File: src/rtl/cluster_macros.svh
////////////////////
// Cluster constants: core count, bus widths,
// scratchpad depth and the cluster address map
////////////////////
`ifndef CLUSTER_MACROS_SVH
`define CLUSTER_MACROS_SVH

`define NR_CORES        4
`define ADDR_WIDTH      32
`define DATA_WIDTH      32
`define TCDM_WORDS      256

// Address map
`define CLUSTER_BASE    32'h1000_0000
`define TCDM_SIZE_BYTES 32'h0000_0400
`define PERIPH_BASE     (`CLUSTER_BASE + 32'h0001_0000)
`define CLUSTER_END     (`PERIPH_BASE + 32'h0000_1000)

`endif

File: src/rtl/cluster_bus_pkg.sv
////////////////////
// Narrow bus types: single-beat request and
// response structs plus the route selector
////////////////////
`default_nettype none

`include "cluster_macros.svh"

package cluster_bus_pkg;

  // One request beat, valid for a single cycle
  typedef struct packed {
    logic                      valid;
    logic                      write;
    logic [`ADDR_WIDTH-1:0]    addr;
    logic [`DATA_WIDTH-1:0]    wdata;
    logic [`DATA_WIDTH/8-1:0]  strb;
  } bus_req_t;

  // Response, always one cycle after its request
  typedef struct packed {
    logic                      valid;
    logic                      err;
    logic [`DATA_WIDTH-1:0]    rdata;
  } bus_rsp_t;

  typedef enum logic [1:0] {
    tgt_tcdm,
    tgt_periph,
    tgt_out,
    tgt_none
  } target_e;

endpackage

`default_nettype wire

File: src/rtl/cluster_addr_demux.sv
////////////////////
// Address demux: routes each request to TCDM,
// peripherals or the outbound port, muxes the response
////////////////////
`timescale 1ns/1ps
`default_nettype none

`include "cluster_macros.svh"

module cluster_addr_demux
  import cluster_bus_pkg::*;
(
  input  logic     clk,
  input  logic     rst_n,
  input  bus_req_t in_req,
  output bus_rsp_t in_rsp,
  output bus_req_t tcdm_req,
  output bus_req_t periph_req,
  output bus_req_t out_req,
  input  bus_rsp_t tcdm_rsp,
  input  bus_rsp_t periph_rsp,
  input  bus_rsp_t out_rsp
);

  localparam logic [`ADDR_WIDTH-1:0] tcdm_end = `CLUSTER_BASE + `TCDM_SIZE_BYTES;

  target_e tgt;
  target_e tgt_q;
  logic    pend_q;

  // Decode
  always_comb begin
    if (in_req.addr >= `CLUSTER_BASE && in_req.addr < tcdm_end) begin
      tgt = tgt_tcdm;
    end else if (in_req.addr >= `PERIPH_BASE && in_req.addr < `CLUSTER_END) begin
      tgt = tgt_periph;
    end else if (in_req.addr >= `CLUSTER_BASE && in_req.addr < `CLUSTER_END) begin
      // Hole inside the cluster range
      tgt = tgt_none;
    end else begin
      tgt = tgt_out;
    end
  end

  // Fan out with valid gated per target
  always_comb begin
    tcdm_req         = in_req;
    periph_req       = in_req;
    out_req          = in_req;
    tcdm_req.valid   = in_req.valid && (tgt == tgt_tcdm);
    periph_req.valid = in_req.valid && (tgt == tgt_periph);
    out_req.valid    = in_req.valid && (tgt == tgt_out);
  end

  always_ff @(posedge clk) begin
    if (rst_n) begin
      pend_q <= 1'b0;
      tgt_q  <= tgt_none;
    end else begin
      pend_q <= in_req.valid;
      tgt_q  <= tgt;
    end
  end

  ////////////////////
  // Response select
  ////////////////////
  always_comb begin
    in_rsp = '0;
    if (pend_q) begin
      case (tgt_q)
        tgt_tcdm:   in_rsp = tcdm_rsp;
        tgt_periph: in_rsp = periph_rsp;
        tgt_out:    in_rsp = out_rsp;
        default: begin
          in_rsp.valid = 1'b1;
          in_rsp.err   = 1'b1;
        end
      endcase
    end
  end

  // The addressed target, and only that one, answers in the next cycle
  a_one_rsp: assert property (@(posedge clk) disable iff (rst_n)
    (pend_q && tgt_q != tgt_none) |->
      $onehot({tcdm_rsp.valid, periph_rsp.valid, out_rsp.valid}));

endmodule

`default_nettype wire

File: config.mk
export PLATFORM = sky130hd
export DESIGN_NAME = cluster_addr_demux
export DESIGN_NICKNAME = d
export VERILOG_FILES = /design/src/rtl/cluster_bus_pkg.sv /design/src/rtl/cluster_addr_demux.sv
export VERILOG_INCLUDE_DIRS = /design/src /design/src/rtl
export SDC_FILE = /design/constraint.sdc
export NUM_CORES = 1
export LEC_CHECK = 0
export BUFFER_PORTS_ARGS = -buffer_cell sky130_fd_sc_hd__buf_2
export CORE_AREA = 2 2 164 166
export DETAILED_ROUTE_END_ITERATION = 8
export DIE_AREA = 0 0 166 168
export SYNTH_ARGS = -nofsm -noshare
export SYNTH_HDL_FRONTEND = slang
export SYNTH_SLANG_ARGS = --single-unit
File: constraint.sdc
create_clock -name clk -period 3.4 [get_ports clk]
set_clock_uncertainty 0.2 [all_clocks]
set_input_delay 0.68 -clock clk [delete_from_list [all_inputs] [get_ports clk]]
set_output_delay 0.68 -clock clk [all_outputs]
set_load 0.01 [all_outputs]
== After elaboration in Yosys (flattened, before gate mapping) ==
Cells that the tools add are included.
Cells by class
  magnitude comparators: 4
  eq/ne operators: 4
  mux-type cells: 6
  reductions and logical operators: 8
Operator list (number)
  $pmux W32 S3: 1
  $ge A32 B29 Y1 const B: 2
  $lt A32 B29 Y1 const B: 2
  $mux W34: 1
  $logic_and A1 B1 Y1: 6
  $pmux W2 S3: 1
  $eq A2 B1 Y1 const B: 2
  $eq A2 B2 Y1 const B: 2
  $logic_not A2 Y1: 2
  $mux W2: 2
  $mux W1: 1
Storage, ports and cells
  flip-flop bits (word level): 3
  bits of input ports: 174

== Depth between registers and ports, before layout ==
  depth in word-level cells: 7
  mapped depth: 7
  mapped depth without buffers: 4

== Worst setup path before layout ==
Ideal clock, no wire load.
  path type: input to output
  start point: input port in_req[50] (netlist bit)
  end point: output port tcdm_req[69] (netlist bit)
  data arrival time: 1679 ps
  path slack: 841 ps
  stages on the path: 4
  buffers on the path: 0
  path through: or4b_4 nor4_4 o21bai_2 nor2_1
RTL lines
  start, declared: RTL line cluster_addr_demux.sv:15  | input bus_req_t in_req,
  end, declared: RTL line cluster_addr_demux.sv:17  | output bus_req_t tcdm_req,

==> metrics.md <==
| Metric | Value |
|---|---|
| Clock root cell | `clkbuf_16` |
| Pwr dens | `172 mW/mm^2` |
| Ant diodes | `0` |
| Post-synthesis instance total | `381` |
| Final ANT Viol Nets | `0` |
| H-tree depth | `1` |
| Max incr delay on CP | `0.68 ns` |
| Clock transition at path regs | `0.03 ns` |
| Antenna violations before repair | `1` |
| Crit-path cells | `nor2b_2 -> buf_4 -> nand2_1 -> o21ai_0 -> and2_1 -> buf_2` |
| Core Footprint | `0.0264 sq mm` |
| Cell variety after synth | `24` |
| Die area | `0.0279 sq mm` |
| Hold depth | `2` |
| Yosys top cell by area | `buf_4` |
| Post-synth ARST share | `0%` |
| Final Slew Violations | `0` |
| CTS sink count | `3` |
| Post-synth top flop | `dfxtp_1` |
| Buf+Inv Stages, Crit Path | `2` |
| Fmax | `343 MHz` |
| WS Path Type | `flip-flop to output port` |
| RSZ-0062 raised after global routing | `no` |
| Cts bufs inserted | `3` |
| Synthesized area | `0.00269 sq mm` |
| End-of-flow core utilization | `10.5%` |
| Net count, final | `572` |
| Ys Warns | `0` |
| Post-synth net total | `555` |
| Via count | `2,221` |
| Worst-case clock buffer depth | `2` |
| Number of cell rows | `60` |
| Slew Limit Headroom | `43.3%` |
| CP Depth | `6` |
| Crit-path max FO | `21` |
| Io pins | `418` |
| Drt first pass iters | `4` |
| DRC errors left | `0` |
| CP top delay family | `simple AND/OR/NAND/NOR gates` |
| Max-cap check violation count | `0` |
| Slew at the pin closest to its max-slew limit | `0.847 ns` |
| Total Routing Usage GR | `5.23%` |
| Critical Path Slowest Stage Cell | `nor2b_2` |
| DR WL/cell | `11.3 um` |
| Max IR drop VDD | `0.000174 V` |
| Die X-Extent | `166 um` |
| Routability cong. | `0.744` |
| Register area share after synthesis | `2.23%` |
| Final HPWL DP | `7190 um` |
| Post-cts resize count | `0` |
| Synth top area cells | `buf_4 (58%), mux2i_1 (12%), and2_1 (7.4%), o21ai_0 (6.0%), nand2_1 (4.7%)` |
| CTS tree | `done` |
| Gr ovfl total | `0` |
| Share of layout cells above drive strength 1 | `61.7%` |
| I/O Buffers | `229` |
| CP startpoint kind | `flip-flop` |
| HP Start | `rst_n` |
| DIE HEIGHT | `168 um` |
| Number of synthesized register bits | `3` |
| Setup crit end kind | `output port` |
| Top cell type's share of synthesized area | `57.7%` |
| Quantity of hold-fixing buffers added after cts | `0` |
| Worst Hold Class | `primary input to flip-flop` |
| Setup bufs post-CTS | `0` |
| Largest net degree at the start of global routing | `36` |
| First-pass GRT wire length | `11,300 um` |
| EDFF count, synth | `0` |
| Avg Inst Size Synth | `7.06 sq um` |
| Final hold violations | `0` |
| DRT iter0 DRCs | `57` |
| Endpoints failing setup | `0` |
| Fin crit period | `2.91 ns` |
| Fin Setup TNS | `0 ns` |
| Area Growth Syn to Fin | `3.07%` |
| Crit path from | `tgt_q[0]` |
| Part of the cycle the worst path needs | `85.6%` |
| WL final | `8340 um` |
| Critical Path AT | `2.03 ns` |
| DR vias/cell | `3.01` |
| Initial core utilization | `10.2%` |
| Vias in the first global route | `1,960` |
| Leakage power | `1.50 nW` |
| Outcome | `complete, no violations` |
| Req. time, crit path | `2.52 ns` |
==> registers in the layout, indices dropped and copies added (netlist names) <==
signal / cells
pend_q: 1
tgt_q: 2
==> cell usage in the layout (no fill, tap or decap) <==
cell type and count:
a211o_1 1, a21boi_0 1, a31o_1 1, and2_1 32
and4_1 1, buf_12 1, buf_2 229, buf_4 3
clkbuf_1 1, clkbuf_16 3, dfxtp_1 2, dfxtp_2 1
inv_1 2, mux2_2 2, mux2i_1 32, nand2_1 34
nand2b_1 1, nor2_1 4, nor2b_1 1, nor2b_2 1
nor3_1 2, nor4_1 3, nor4_4 1, o21ai_0 32
o21bai_2 1, o221a_2 2, o22ai_1 2, or4b_4 1
==> where the power goes <==
part	internal, mW	switching [mW]	total (mW)
Combinational	0.126	0.123	0.249
Sequential	0.0369	0.00161	0.0385
Clock	0.155	0.0344	0.189
==> synth_stat cells (3+ instances only) <==
cell	count
buf_4	207
mux2i_1	32
o21ai_0	32
nand2_1	34
and2_1	32
nor4_1	3
dfxtp_1	3
buf_2	7
nor2_1	4
clkbuf_1	7
==> layer usage <==
layer  global-route usage, %  vias to the layer above  part of all wire (%)
li1                        -                     1050                     -
met1                    5.76                      914                    38
met2                    7.94                      243                    42
met3                    4.28                       14                    18
met4                   0.794                        0                   1.4
met5                       0                        -                     0
==> stage by stage <==
| stage | instances | hold WS, ns | instance area (sq um) | setup WS [ns] | total power [mW] |
|---|---|---|---|---|---|
| global placement | 734 | 0.679 | 2700 | 0.390 | 0.291 |
| CTS | 738 | 0.441 | 2770 | 0.391 | 0.488 |
| detailed placement | 734 | 0.678 | 2700 | 0.432 | 0.292 |
| global route | 738 | 0.457 | 2770 | 0.301 | 0.514 |
| finish | 738 | 0.445 | 2770 | 0.488 | 0.476 |
| floorplan | 381 | 0.552 | 2690 | 0.841 | 0.366 |
==> area by class of cell <==
type / instances / area [sq um]
Timing Repair Buffer: 233 / 1190
Clock buffer: 4 / 78.8
Tap cell: 341 / 427
Multi-Input combinational cell: 155 / 1010
Inverter: 2 / 7.51
Sequential cell: 3 / 61.3
Fill cell: 3079 / 23600
==> cell families (layout without fill, tap and decap cells) <==
logic type	Yosys count	in the layout	share of synthesized area [%]
buf+inv	223	239	60.3
simple gates	81	81	16.1
compound gates	40	40	8.60
mux	34	34	12.7
flops	3	3	2.23
==> final timing paths <==
kind | endpoint | slack [ns]
min | pend_q | 0.44
max | in_rsp[16] | 0.49
Power figures use the tool's default switching activity.
