**config.mk**
```make
export PLATFORM = sky130hd
export DESIGN_NAME = cluster_periph_regs
export DESIGN_NICKNAME = d
export VERILOG_FILES = /design/src/rtl/cluster_bus_pkg.sv /design/src/rtl/cluster_periph_pkg.sv /design/src/rtl/cluster_periph_regs.sv
export VERILOG_INCLUDE_DIRS = /design/src /design/src/rtl
export SDC_FILE = /design/constraint.sdc
export NUM_CORES = 1
export LEC_CHECK = 0
export ABC_AREA = 1
export BUFFER_PORTS_ARGS = -buffer_cell sky130_fd_sc_hd__buf_2
export CELL_PAD_IN_SITES_DETAIL_PLACEMENT = 1
export CELL_PAD_IN_SITES_GLOBAL_PLACEMENT = 1
export CORE_MARGIN = 8
export CORE_UTILIZATION = 37
export CTS_CLUSTER_DIAMETER = 100
export CTS_CLUSTER_SIZE = 14
export DETAILED_ROUTE_END_ITERATION = 10
export HOLD_SLACK_MARGIN = 0.12
export PLACE_DENSITY_LB_ADDON = 0.12
export REMOVE_ABC_BUFFERS = 1
export SYNTH_ARGS = -nofsm -noshare
export SYNTH_HDL_FRONTEND = slang
export SYNTH_SLANG_ARGS = --single-unit
export TNS_END_PERCENT = 100
```
**constraint.sdc**
```tcl
create_clock -name clk -period 1.65 [get_ports clk]
set_clock_uncertainty 0.1 [all_clocks]
set_input_delay 0.33 -clock clk [delete_from_list [all_inputs] [get_ports clk]]
set_output_delay 0.33 -clock clk [all_outputs]
set_load 0.005 [all_outputs]
```
**src/rtl/cluster_macros.svh**
```systemverilog
////////////////////
// Cluster constants: core count, bus widths,
// scratchpad depth and the cluster address map
////////////////////
`ifndef CLUSTER_MACROS_SVH
`define CLUSTER_MACROS_SVH

`define NR_CORES        4
`define ADDR_WIDTH      32
`define DATA_WIDTH      32
`define TCDM_WORDS      256

// Address map
`define CLUSTER_BASE    32'h1000_0000
`define TCDM_SIZE_BYTES 32'h0000_0400
`define PERIPH_BASE     (`CLUSTER_BASE + 32'h0001_0000)
`define CLUSTER_END     (`PERIPH_BASE + 32'h0000_1000)

`endif

```
**src/rtl/cluster_bus_pkg.sv**
```systemverilog
////////////////////
// Narrow bus types: single-beat request and
// response structs plus the route selector
////////////////////
`default_nettype none

`include "cluster_macros.svh"

package cluster_bus_pkg;

  // One request beat, valid for a single cycle
  typedef struct packed {
    logic                      valid;
    logic                      write;
    logic [`ADDR_WIDTH-1:0]    addr;
    logic [`DATA_WIDTH-1:0]    wdata;
    logic [`DATA_WIDTH/8-1:0]  strb;
  } bus_req_t;

  // Response, always one cycle after its request
  typedef struct packed {
    logic                      valid;
    logic                      err;
    logic [`DATA_WIDTH-1:0]    rdata;
  } bus_rsp_t;

  typedef enum logic [1:0] {
    tgt_tcdm,
    tgt_periph,
    tgt_out,
    tgt_none
  } target_e;

endpackage

`default_nettype wire

```
**src/rtl/cluster_periph_pkg.sv**
```systemverilog
////////////////////
// Peripheral block types: register offsets
// and the per-core interrupt mask
////////////////////
`default_nettype none

`include "cluster_macros.svh"

package cluster_periph_pkg;

  // Byte offsets inside the 4 KiB peripheral region
  typedef enum logic [11:0] {
    scratch_0      = 12'h000,
    scratch_1      = 12'h008,
    cl_clint_set   = 12'h030,
    cl_clint_clear = 12'h038
  } periph_reg_e;

  // One bit per core
  typedef logic [`NR_CORES-1:0] core_mask_t;

endpackage

`default_nettype wire

```
**src/rtl/cluster_periph_regs.sv**
```systemverilog
////////////////////
// Cluster peripherals: scratch registers, cluster
// interrupt set/clear and the per-core interrupt OR
////////////////////
`timescale 1ns/1ps
`default_nettype none

`include "cluster_macros.svh"

module cluster_periph_regs
  import cluster_bus_pkg::*;
  import cluster_periph_pkg::*;
(
  input  logic       clk,
  input  logic       rst_n,
  input  bus_req_t   req,
  output bus_rsp_t   rsp,
  input  core_mask_t msip,
  output core_mask_t core_irq
);

  periph_reg_e            reg_off;
  logic [`DATA_WIDTH-1:0] scratch_0_q;
  logic [`DATA_WIDTH-1:0] scratch_1_q;
  core_mask_t             mask_q;
  core_mask_t             mask_d;
  logic                   known;
  logic [`DATA_WIDTH-1:0] rd_val;

  assign reg_off = periph_reg_e'(req.addr[11:0]);

  ////////////////////
  // Decode
  ////////////////////
  always_comb begin
    known  = 1'b1;
    rd_val = '0;
    mask_d = mask_q;
    case (reg_off)
      scratch_0: rd_val = scratch_0_q;
      scratch_1: rd_val = scratch_1_q;
      cl_clint_set: begin
        rd_val = `DATA_WIDTH'(mask_q);
        if (req.valid && req.write) mask_d = mask_q | req.wdata[`NR_CORES-1:0];
      end
      cl_clint_clear: begin
        rd_val = `DATA_WIDTH'(mask_q);
        if (req.valid && req.write) mask_d = mask_q & ~req.wdata[`NR_CORES-1:0];
      end
      default: known = 1'b0;
    endcase
  end

  // Registers take the whole word, strobes are not used here
  always_ff @(posedge clk) begin
    if (rst_n) begin
      scratch_0_q <= '0;
      scratch_1_q <= '0;
      mask_q      <= '0;
      core_irq    <= '0;
      rsp         <= '0;
    end else begin
      mask_q <= mask_d;
      if (req.valid && req.write && reg_off == scratch_0) scratch_0_q <= req.wdata;
      if (req.valid && req.write && reg_off == scratch_1) scratch_1_q <= req.wdata;
      // Next mask so a clint write shows up with its response
      core_irq  <= msip | mask_d;
      rsp.valid <= req.valid;
      rsp.err   <= req.valid && !known;
      rsp.rdata <= (req.valid && !req.write && known) ? rd_val : '0;
    end
  end

  a_irq_reset: assert property (@(posedge clk) rst_n |=> core_irq == '0);

endmodule

`default_nettype wire

```
-- Word level (Yosys, flattened, before mapping)
Cells that the tools add are included.
- register bits after elaboration: 106
- input bits: 76
- eq/ne operators: 3
- muxes and demuxes: 5
- bitwise gates (word level): 5
- reductions and logical operators: 12
- operator list (cell ; number):
    one-hot mux 32 bit (3 select lines) ; 1
    equality test 12 x 6 -> 1 bit (second input constant) ; 2
    equality test 12 x 4 -> 1 bit (second input constant) ; 1
    zero test 12 bit ; 1
    two-way mux 4 bit ; 2
    OR 4 bit ; 2
    one-hot mux 4 bit (2 select lines) ; 1
    logical AND 1 bit ; 6
    bitwise AND 4 bit ; 1
    NOT 4 bit ; 1
    OR reduction 2 bit ; 2
    OR reduction 4 bit ; 1
    zero test 1 bit ; 2
    two-way mux 1 bit ; 1
    NOT 1 bit ; 1

-- Depth between registers and ports, before layout
Gate-level depths: netlist (run 1).
- depth after elaboration: 6
- depth in mapped cells: 12
- mapped depth without buffers: 10

-- Worst setup path after synthesis (run 1)
OpenSTA, ideal clock, no wires.
- path type: input -> register
- start point: input req[47] (netlist bit)
- end point: register scratch_1_q[29]
- arrival time: 1246 ps
- required time: 1439 ps
- setup slack: 192 ps
- stages on the path: 9
- path buffers: 1
- cell sequence: nor2_2 nand2_4 nor2_8 nand2_4 nor2_8 buf_2 nand2_1 nand2_1 nor2_1
- cells in the longest elaborated chain, start to end: 2
- RTL lines (item ; RTL line ; source):
    from (decl) ; cluster_periph_regs.sv:16 ; input bus_req_t req,
    equality test 12 x 4 -> 1 bit ; cluster_periph_regs.sv:65 ; if (req.valid && req.write && reg_off == scratch_1) scratch_1_q <= req.wdata;
    logical AND 1 bit ; cluster_periph_regs.sv:65 ;
    to (signal assigned) ; cluster_periph_regs.sv:65 ;
    to (decl) ; cluster_periph_regs.sv:24 ; logic [`DATA_WIDTH-1:0] scratch_1_q;
Every way passes these cells.
A chain may end at the register's enable or synchronous reset.

-- Worst setup path after layout (run 1)
- start point: input req[69] (netlist bit)
- end point: register rsp[7] (netlist bit)
- cells in the longest elaborated chain, start to end: 4
- RTL lines (item ; RTL line ; source):
    logical AND 1 bit (2 in series) ; cluster_periph_regs.sv:70 ; rsp.rdata <= (req.valid && !req.write && known) ? rd_val : '0;
    NOT 1 bit (no source line) ; - ;
    OR reduction 2 bit (no source line) ; - ;
    to (decl) ; cluster_periph_regs.sv:17 ; output bus_rsp_t rsp,
Every way passes these cells.

==> results list, run 1 <==
* Outcome: complete, no violations
- The startpoint identified for the worst hold timing path is req[24].
- Layout cells sized above 1: between 20% and 30%
- The tree is rooted in a clkbuf_16.
- Clock buffer depth: 2
- Fraction of post-synthesis cell area in the top cell type by area: a little under half
- Number of routed nets with antenna violations: 0
* Cell taking the most area after synthesis: dfxtp_1
- Power share of the combinational group: 4.7%
- Required time of the critical path: 1830 ps
- The setup path with the least slack is of type in -> reg.
* Number of buffers inserted during clock tree synthesis: 9
- Global routing consumed, over all layers together, 17.2% of the routing resources.
* Total via count in the routed design: about 4400
- Critical path, cell by cell: buf_2 -> dlygate4sd3_1 -> inv_1 -> nor2_1 -> inv_1 -> nor2_1 -> nand2_1 -> buf_6 -> nor2_1
- In this run the horizontal extent of the chip is 127 um.
- Prior to clock tree synthesis, the placed netlist has a worst setup slack of -69.0 ps.
* First-pass GRT wire length: 22400 um
* Initial core utilization: 38.1%
* Worst min path class: in -> reg
- The design draws slightly above 5 mW.
- I/O pin count: 114
- Worst min-delay path endpoint: scratch_0_q[20]$_SDFFE_PP0P_
- Among all flip-flop cells after synthesis, the most frequent one is dfxtp_1.
- In this run the mean area of a mapped cell was 6.55 um2.
- Synthesis produced about 700 cells.
- In this run, the clock network consumes 45.0% of the power.
- Worst skew pair latency: 350 ps
- Timing would allow up to 651 MHz.
* CP dominant cell by count: nor2_1
- Sw power: 1.06 mW
- Startpoint of the lowest-slack register-to-register path: scratch_1_q[1]$_SDFFE_PP0P_
- Across the run, the number of max-cap violations was 0.
- Count of antenna diodes in the layout: 0
- Ys Warns: 0
- Vias in the first global route: 4852
- After layout, the minimum clock period comes to 1540 ps.
- TritonCTS built the clock tree.
* Cell depth of the worst min-delay path: 3
- In this run the critical register-to-register path is captured at rsp[1]$_SDFF_PP0_.
- Cell types with the largest area share after synthesis: dfxtp_1 (46%), nand2_1 (19%), nor2_1 (11%), inv_1 (9.9%), o21ai_0 (3.0%)
* Maximum vdd drop: 0.542 mV
* Register-to-Register Path Depth: 4
* Detailed placement HPWL: 8900 um
* Detailed-router iteration count before antenna repair: 4
- Routed vias/inst: 4.43
- Critical Path Start Type: primary input
- Post-place instance area: 5350 um2
- Cell area after layout: 5830 um2
- Count of flip-flops with a built-in enable after synthesis: 0
- The layer flagged by global routing as most heavily used is met2.
- Final core utilization: 48.3%
- GRT Residual Overflow: 0
* Total core area: 12100 um2
* Post-CTS Repair Setup Buffers: 0
- Violation count after the first detailed-route iteration: about 120
- Largest incremental delay on the critical path: 550 ps
- The initial antenna violation count came to 1.
* Internal power consumption: approximately 4.0 mW
- Final routed wirelength across all metal layers: around 13000 um
- Cell types with the highest counts after synthesis: nand2_1 (228), nor2_1 (130), inv_1 (121)
- Along the worst path, the maximum fanout reaches 20.
- Critical path arrival: 1710 ps
* Wire length per cell after detailed routing: 13.3 um
- Relative to the synthesized area, the layout overhead comes to 26.8%.
- The die is 127 um tall.
- Final count of hold timing violations: 0
- The most common cell in the synthesized netlist is nand2_1.
* Post-Route Setup TNS: 0 ps
- The worst pin sits at a relative slew slack of 77.3%.
* Number of sinks driven by the clock tree: 106
* Slew Viols, Final: 0
* Clock-pin slew reported for the worst setup and hold paths after clock tree synthesis: 60 ps
- Flop and latch count out of synthesis: 106
* Slew at the pin with the worst max-slew slack: roughly 340 ps
- The share of total power dissipated in sequential elements is 50.3%.
- Number of failing setup endpoints in the final timing report: 0
- LEAKAGE: 3.12 nW
- Htree depth: 3
* Sequential share of the synthesized area: a little under half
* Area occupied by multi-input gates: ~1700 um2
* Largest net degree at the start of global routing: 69
- In this run the register-to-register setup slack is just under 800 ps.
- Setup repair after global routing could not meet its margin everywhere.
* Post-synthesis instance area: 4600 um2
- Sw Ratio: approximately a fifth
- Routability-driven placement finished with a final weighted congestion of 0.765.
- For met2 alone, demand over resource in global routing was 32.8%.
- Power per Cell Area: 876 nW/um2
* Tcrit/Tclk final: 93.1%
- Rows: 40
* Fill cell total of the finished layout: roughly 1600
* Number of distinct library cell variants in the gate-level netlist after synthesis: 21
* Met1 track demand over resource in global routing: around 17%
- Number of buffer cells added on primary ports: 89
- Async set-reset flop share out of synthesis: 0%
- Min setup slack post-route: ~110 ps
- For this run, global-route usage on met3 was measured as 5.70%.
- Slowest-stage cell, CP: dlygate4sd3_1
- The worst setup path is captured at a register.
- In the final layout, flip-flops and latches occupy around 2100 um2.
- After detailed routing, the number of remaining DRC violations is 0.
- Final net count: 888
- The die covers approximately 16000 um2.
stage by stage:
| stage | std cells | hold slack [ps] |
|---|---|---|
| 5_1_grt | 985 | 138 |
| 3_3_place_gp | 954 | 349 |
| 2_1_floorplan | 674 | 299 |
| 3_5_place_dp | 954 | 356 |
| 6_report | 985 | 136 |
| 4_1_cts | 985 | 121 |
critical path, delay by kind of cell:
family                 cells  cell delay [ps]
buffers and inverters      5              960
and+or+nand+nor            4              430
cell usage in the layout, fill, tap and decap left out, drive strengths merged:
| master | instances |
|---|---|
| nand2 | 233 |
| inv | 146 |
| nor2 | 139 |
| buf | 112 |
| dfxtp | 106 |
| o21ai | 28 |
| dlygate4sd3 | 15 |
| nand3 | 13 |
| clkbuf | 11 |
| a21oi | 8 |
| clkinv | 2 |
| bufinv | 2 |
| a2bb2oi | 1 |
| clkinvlp | 1 |
logic make-up (layout without fill, tap and decap cells):
logic type             count (synthesis)  after routing  synth area share [%]
buffers and inverters                174            289                  15.9
and+or+nand+nor                      385            385                  33.7
DFF                                  106            106                  46.2
AOI/OAI and AO/OA                     37             37                  4.25
worst max path at each step:
stage,from,cells after the start,slack [ps],to
final,req[69],9,110,rsp[7]$_SDFF_PP0_
after global routing,req[69],9,-2,rsp[23]$_SDFF_PP0_
after CTS,req[69],9,90,rsp[7]$_SDFF_PP0_
after detailed placement,req[45],10,-70,scratch_0_q[17]$_SDFFE_PP0P_
after global placement,req[47],9,6,rsp[28]$_SDFF_PP0_
after floorplan,req[47],8,-360,scratch_0_q[10]$_SDFFE_PP0P_
per-layer routing:
metal,share of wire (%),wire length (um)
met5,0.084,11
met4,1.2,162
met3,5.3,697
met2,53,6920
met1,40,5260
power by group through the flow:
stage	clock [mW]	combinational [mW]	sequential [mW]
3_5_place_dp	0	0.216	2.63
3_3_place_gp	0	0.206	2.63
2_1_floorplan	0	0.0871	2.63
4_1_cts	2.39	0.244	2.57
5_1_grt	2.45	0.271	2.57
6_report	2.30	0.240	2.57
sequential cells by signal, summed over array words and instances, names as in the netlist:
name and flops:
scratch_0_q 32, scratch_1_q 32, rsp 34, core_irq 4, mask_q 4
final cells by class:
type,count,area share [%]
Multi-Input combinational cell,422,30.0
Clock inverter,5,1.33
Timing Repair Buffer,127,15.0
Inverter,146,9.45
Tap cell,168,3.61
Sequential cell,106,36.4
Clock buffer,11,4.16
timing repair:
action                                  CTS  global route
resized for setup                         0             2
endpoints found under the setup margin    0             7
hold buffers                             15             0
hold endpoints to repair                 15             0
Power figures use the tool's default switching activity.
==> run 2, diff against run 1 <==
- ABC_AREA: 1 -> 0
- CORE_UTILIZATION: 37 -> 39
==> run 2 against run 1 <==
Die area fell by 18%. Via count fell by 31%. Sequential cell count did not move. Sequential power barely moved. Global-route usage fell by 1.8 points. Critical path type unchanged.
==> results list, run 2 <==
- The number of optimization iterations in the first detailed-route pass came to 4 (unchanged).
- Number of routed nets with antenna violations: 0 (unchanged)
- The clock period minus worst slack is 1490 ps (-44.7 ps).
- LEAKAGE: 2.40 nW (-23%)
- The number of levels the H-tree was split into was 3 (unchanged).
- The largest individual stage delay along the critical path comes from the cell nor4_2.
- Critical Path Start Type: primary input
* I/O pin count: 114 (unchanged)
- Fraction of post-synthesis cell area in the top cell type by area: 54.7% (+8.6 points)
- Fraction of met2 tracks used by global routing: 27.1% (-5.7 points)
* Final net count: 566 (-36%)
* Cell class contributing the biggest share of worst-path delay: simple AND/OR/NAND/NOR gates
- The post-layout instance count excluding filler cells came to 627 (-36%).
- The total of endpoints with negative setup slack in the final report is 0 (unchanged).
* First-pass GRT wire length: 16100 um (-28%)
- CTS-repair resized insts: 0 (unchanged)
* Layout cells sized above 1: 25.9% (+5.3 points)
- The weighted congestion at the end of routability-driven global placement came to 0.753 (-1.6%).
- Clock tree from TritonCTS: yes
- The number of I/O port buffers is 89 (unchanged).
- Tcrit/Tclk final: 90.4% (-2.7 points)
- The floorplan row count is 36 (-10%).
- Count of flip-flops with a built-in enable after synthesis: 0 (unchanged)
- From synthesis to final layout, the design area changed by 30.1%.
- Largest net degree at the start of global routing: 73 (+5.8%)
- Number of buffers inserted during clock tree synthesis: 9 (unchanged)
* Height of the die: 116 um (-9.2%)
- The placed cell count came to 586 (-39%).
* Required time of the critical path: 1800 ps (-30 ps)
* Worst min path class: in -> reg
- Leaving out fill and tap cells, the most frequent cell in the layout is dfxtp_1.
- In this run the clock root is driven by a clkbuf_8.
- Top fanout value on the critical path: 24 (+20%)
* Commonest register cell after synthesis: dfxtp_1
- Maximum vdd drop: 0.613 mV (+13%)
- The number of flip-flops under the largest register name was 34 (unchanged).
- The total via count in the routed design is 3006 (-31%).
- The buffer depth of the longest clock path was 2 (unchanged).
- Met3 Usage GRT: 4.17% (-1.5 points)
- Routed vias/inst: 4.79 (+8.2%)
- The post-route total power came to 4.55 mW (-11%).
- The synthesized netlist cell count is 366 (-48%).
* Most used standard cell by instance count after synthesis: dfxtp_1
- Violation count after the first detailed-route iteration: 100 (-13%)
- The worst setup path is captured at a register.
- The overall routed net length was 9920 um (-24%).
- Number of distinct library cell variants in the gate-level netlist after synthesis: 25 (+19%)
- The average cell area after synthesis was 10.6 um2 (+62%).
* Register bank with the most flops: rsp
- Met1 track demand over resource in global routing: 17.9% (+0.37 points)
- The run finished with clean final reports.
* RSZ-0062 raised after global routing: no
- Final count of hold timing violations: 0 (unchanged)
* Number of sinks driven by the clock tree: 106 (unchanged)
* Critical path arrival: 1640 ps (-70 ps)
* Worst rel slew slack: 76.6% (-0.68 points)
- The horizontal die dimension is 116 um (-9.2%).
- The summed negative setup slack over all endpoints came to 0 ps (unchanged).
- The max-slew violation count was 0 (unchanged).
- Count of antenna diodes in the layout: 0 (unchanged)
- The power density over the cells came to 902 nW/um2 (+3.0%).
- Total core area: 9730 um2 (-19%)
- Sequential share of the synthesized area: 54.7% (+8.6 points)
* Max-cap violation count: 0 (unchanged)
* Number of antenna violations at the first check in global routing: 0 (-1)
- The actual slew at the worst max-slew pin came to 348 ps (+8.38 ps).
- The effective utilization at floorplan is 39.9% (+1.8 points).
- The largest registers in the layout are rsp x34, scratch_0_q x32, scratch_1_q x32.
- The biggest area contributor in the post-synthesis netlist is dfxtp_1.
- The number of buffers and inverters on the critical path came to 2 (-3).
* Peak Freq: 671 MHz (+3.0%)
- The total standard cell area after synthesis was 3880 um2 (-16%).
- The delay of the slowest cell on the worst path is 340 ps (-210 ps).
* Die ar.: 13400 um2 (-18%)
* Critical path, cell by cell: buf_2 -> nor4_2 -> and4_2 -> buf_12 -> mux2i_1 -> nor2_1
- Flop and latch count out of synthesis: 106 (unchanged)
- The total of warnings raised by yosys is 0 (unchanged).
- Number of design rule violations left after detail routing: 0 (unchanged)
* Async set-reset flop share out of synthesis: 0% (unchanged)
* Worst skew pair latency: 360 ps (about the same)
- Highest-count cells in the layout ignoring fill and taps: dfxtp_1 (106), nor2_1 (101), mux2i_1 (96), buf_2 (89), dlygate4sd3_1 (26)
- Detailed placement HPWL: 6720 um (-25%)
- The number of global-route vias before repair came to 3326 (-31%).
- Path type of the worst setup path: in -> reg
- By count the netlist is led by dfxtp_1 (106), nor2_1 (101), mux2i_1 (96).
- Clock-pin slew reported for the worst setup and hold paths after clock tree synthesis: 90 ps (+30 ps)
- Busiest grt layer: met2
- After synthesis, the cell types taking the most area are dfxtp_1 (55%), mux2i_1 (25%), nor2_1 (9.8%), mux2_1 (1.2%), buf_2 (1.0%).
- Overall fraction of global-route tracks in use: 15.4% (-1.8 points)
- GRT Residual Overflow: 0 (unchanged)
* Wire length per cell after detailed routing: 15.8 um (+19%)
-- run 2: cell types whose count changed after synthesis, moves of 5 or more --
| cell | delta |
|---|---|
| nand2_1 | -228 |
| inv_1 | -115 |
| mux2i_1 | +96 |
| nor2_1 | -29 |
| o21ai_0 | -28 |
| inv_2 | -24 |
| nand3_1 | -12 |
| clkbuf_1 | +6 |
| and3_1 | +5 |
| nand4_1 | +5 |
| nor2_2 | -5 |
-- run 2: stage by stage --
stage / worst slack, ps / instance area, um2 / util (%) / hold WS (ps)
detailed placement: -235 / 4570 / 47.0 / 381
floorplan: -1280 / 3760 / - / 299
global placement: -194 / 4570 / 47.0 / 367
CTS: 158 / 5040 / 51.9 / 120
global route: 74.5 / 5040 / 51.9 / 137
finish: 159 / 5040 / 51.9 / 137
-- run 2: final cells by class --
| type | instances | area [um2] |
|---|---|---|
| fillers | 1128 | 4680 |
| flip-flops and latches | 106 | 2120 |
| multi-input cells | 232 | 1610 |
| repair buffers | 135 | 906 |
| well taps | 133 | 166 |
| clock buffers | 9 | 124 |
| clock inverters | 6 | 90.1 |
| inverters | 6 | 22.5 |
-- run 2: power by group --
group          switching [mW]  total [mW]  internal, mW
sequential            0.00164        2.57          2.56
clock                   0.867        1.72         0.852
combinational           0.127       0.266         0.139
total                   0.996        4.55          3.55
-- run 2: worst min-delay path: stages --
cell and delay (ps):
buf_2 90, mux2i_1 70, nor2_1 80
-- run 2: timing repair --
item	in CTS	in global routing
hold buffers	26	0
hold endpoints to repair	36	0
endpoints found under the setup margin	0	0
buffers inserted	0	0
-- run 2: final timing paths --
path | start | to | slack (ps) | cells after the start
setup / recovery | req[44] | scratch_1_q[28]$_SDFFE_PP0P_ | 160 | 6
hold reg to reg | scratch_0_q[2]$_SDFFE_PP0P_ | scratch_0_q[2]$_SDFFE_PP0P_ | 400 | 2
setup reg to reg | scratch_1_q[2]$_SDFFE_PP0P_ | rsp[2]$_SDFF_PP0_ | 610 | 3
hold / removal | req[15] | scratch_0_q[11]$_SDFFE_PP0P_ | 140 | 3
-- run 2: cells by family after synthesis --
group | count (synthesis) | share of synthesized area, %
muxes | 100 | 25.9
xor gates and xnor gates | 1 | 0.226
AOI/OAI and AO/OA | 9 | 1.42
buffers and inverters | 28 | 3.68
and+or+nand+nor | 122 | 14.0
DFF | 106 | 54.7
-- run 2: metal layers --
layer / vias to the layer above / share of wire (%) / wire length, um
met3: 9 / 4.6 / 460
li1: 1475 / - / -
met5: - / 0 / 0
met2: 52 / 50 / 4940
met1: 1470 / 45 / 4420
met4: 0 / 0.94 / 93
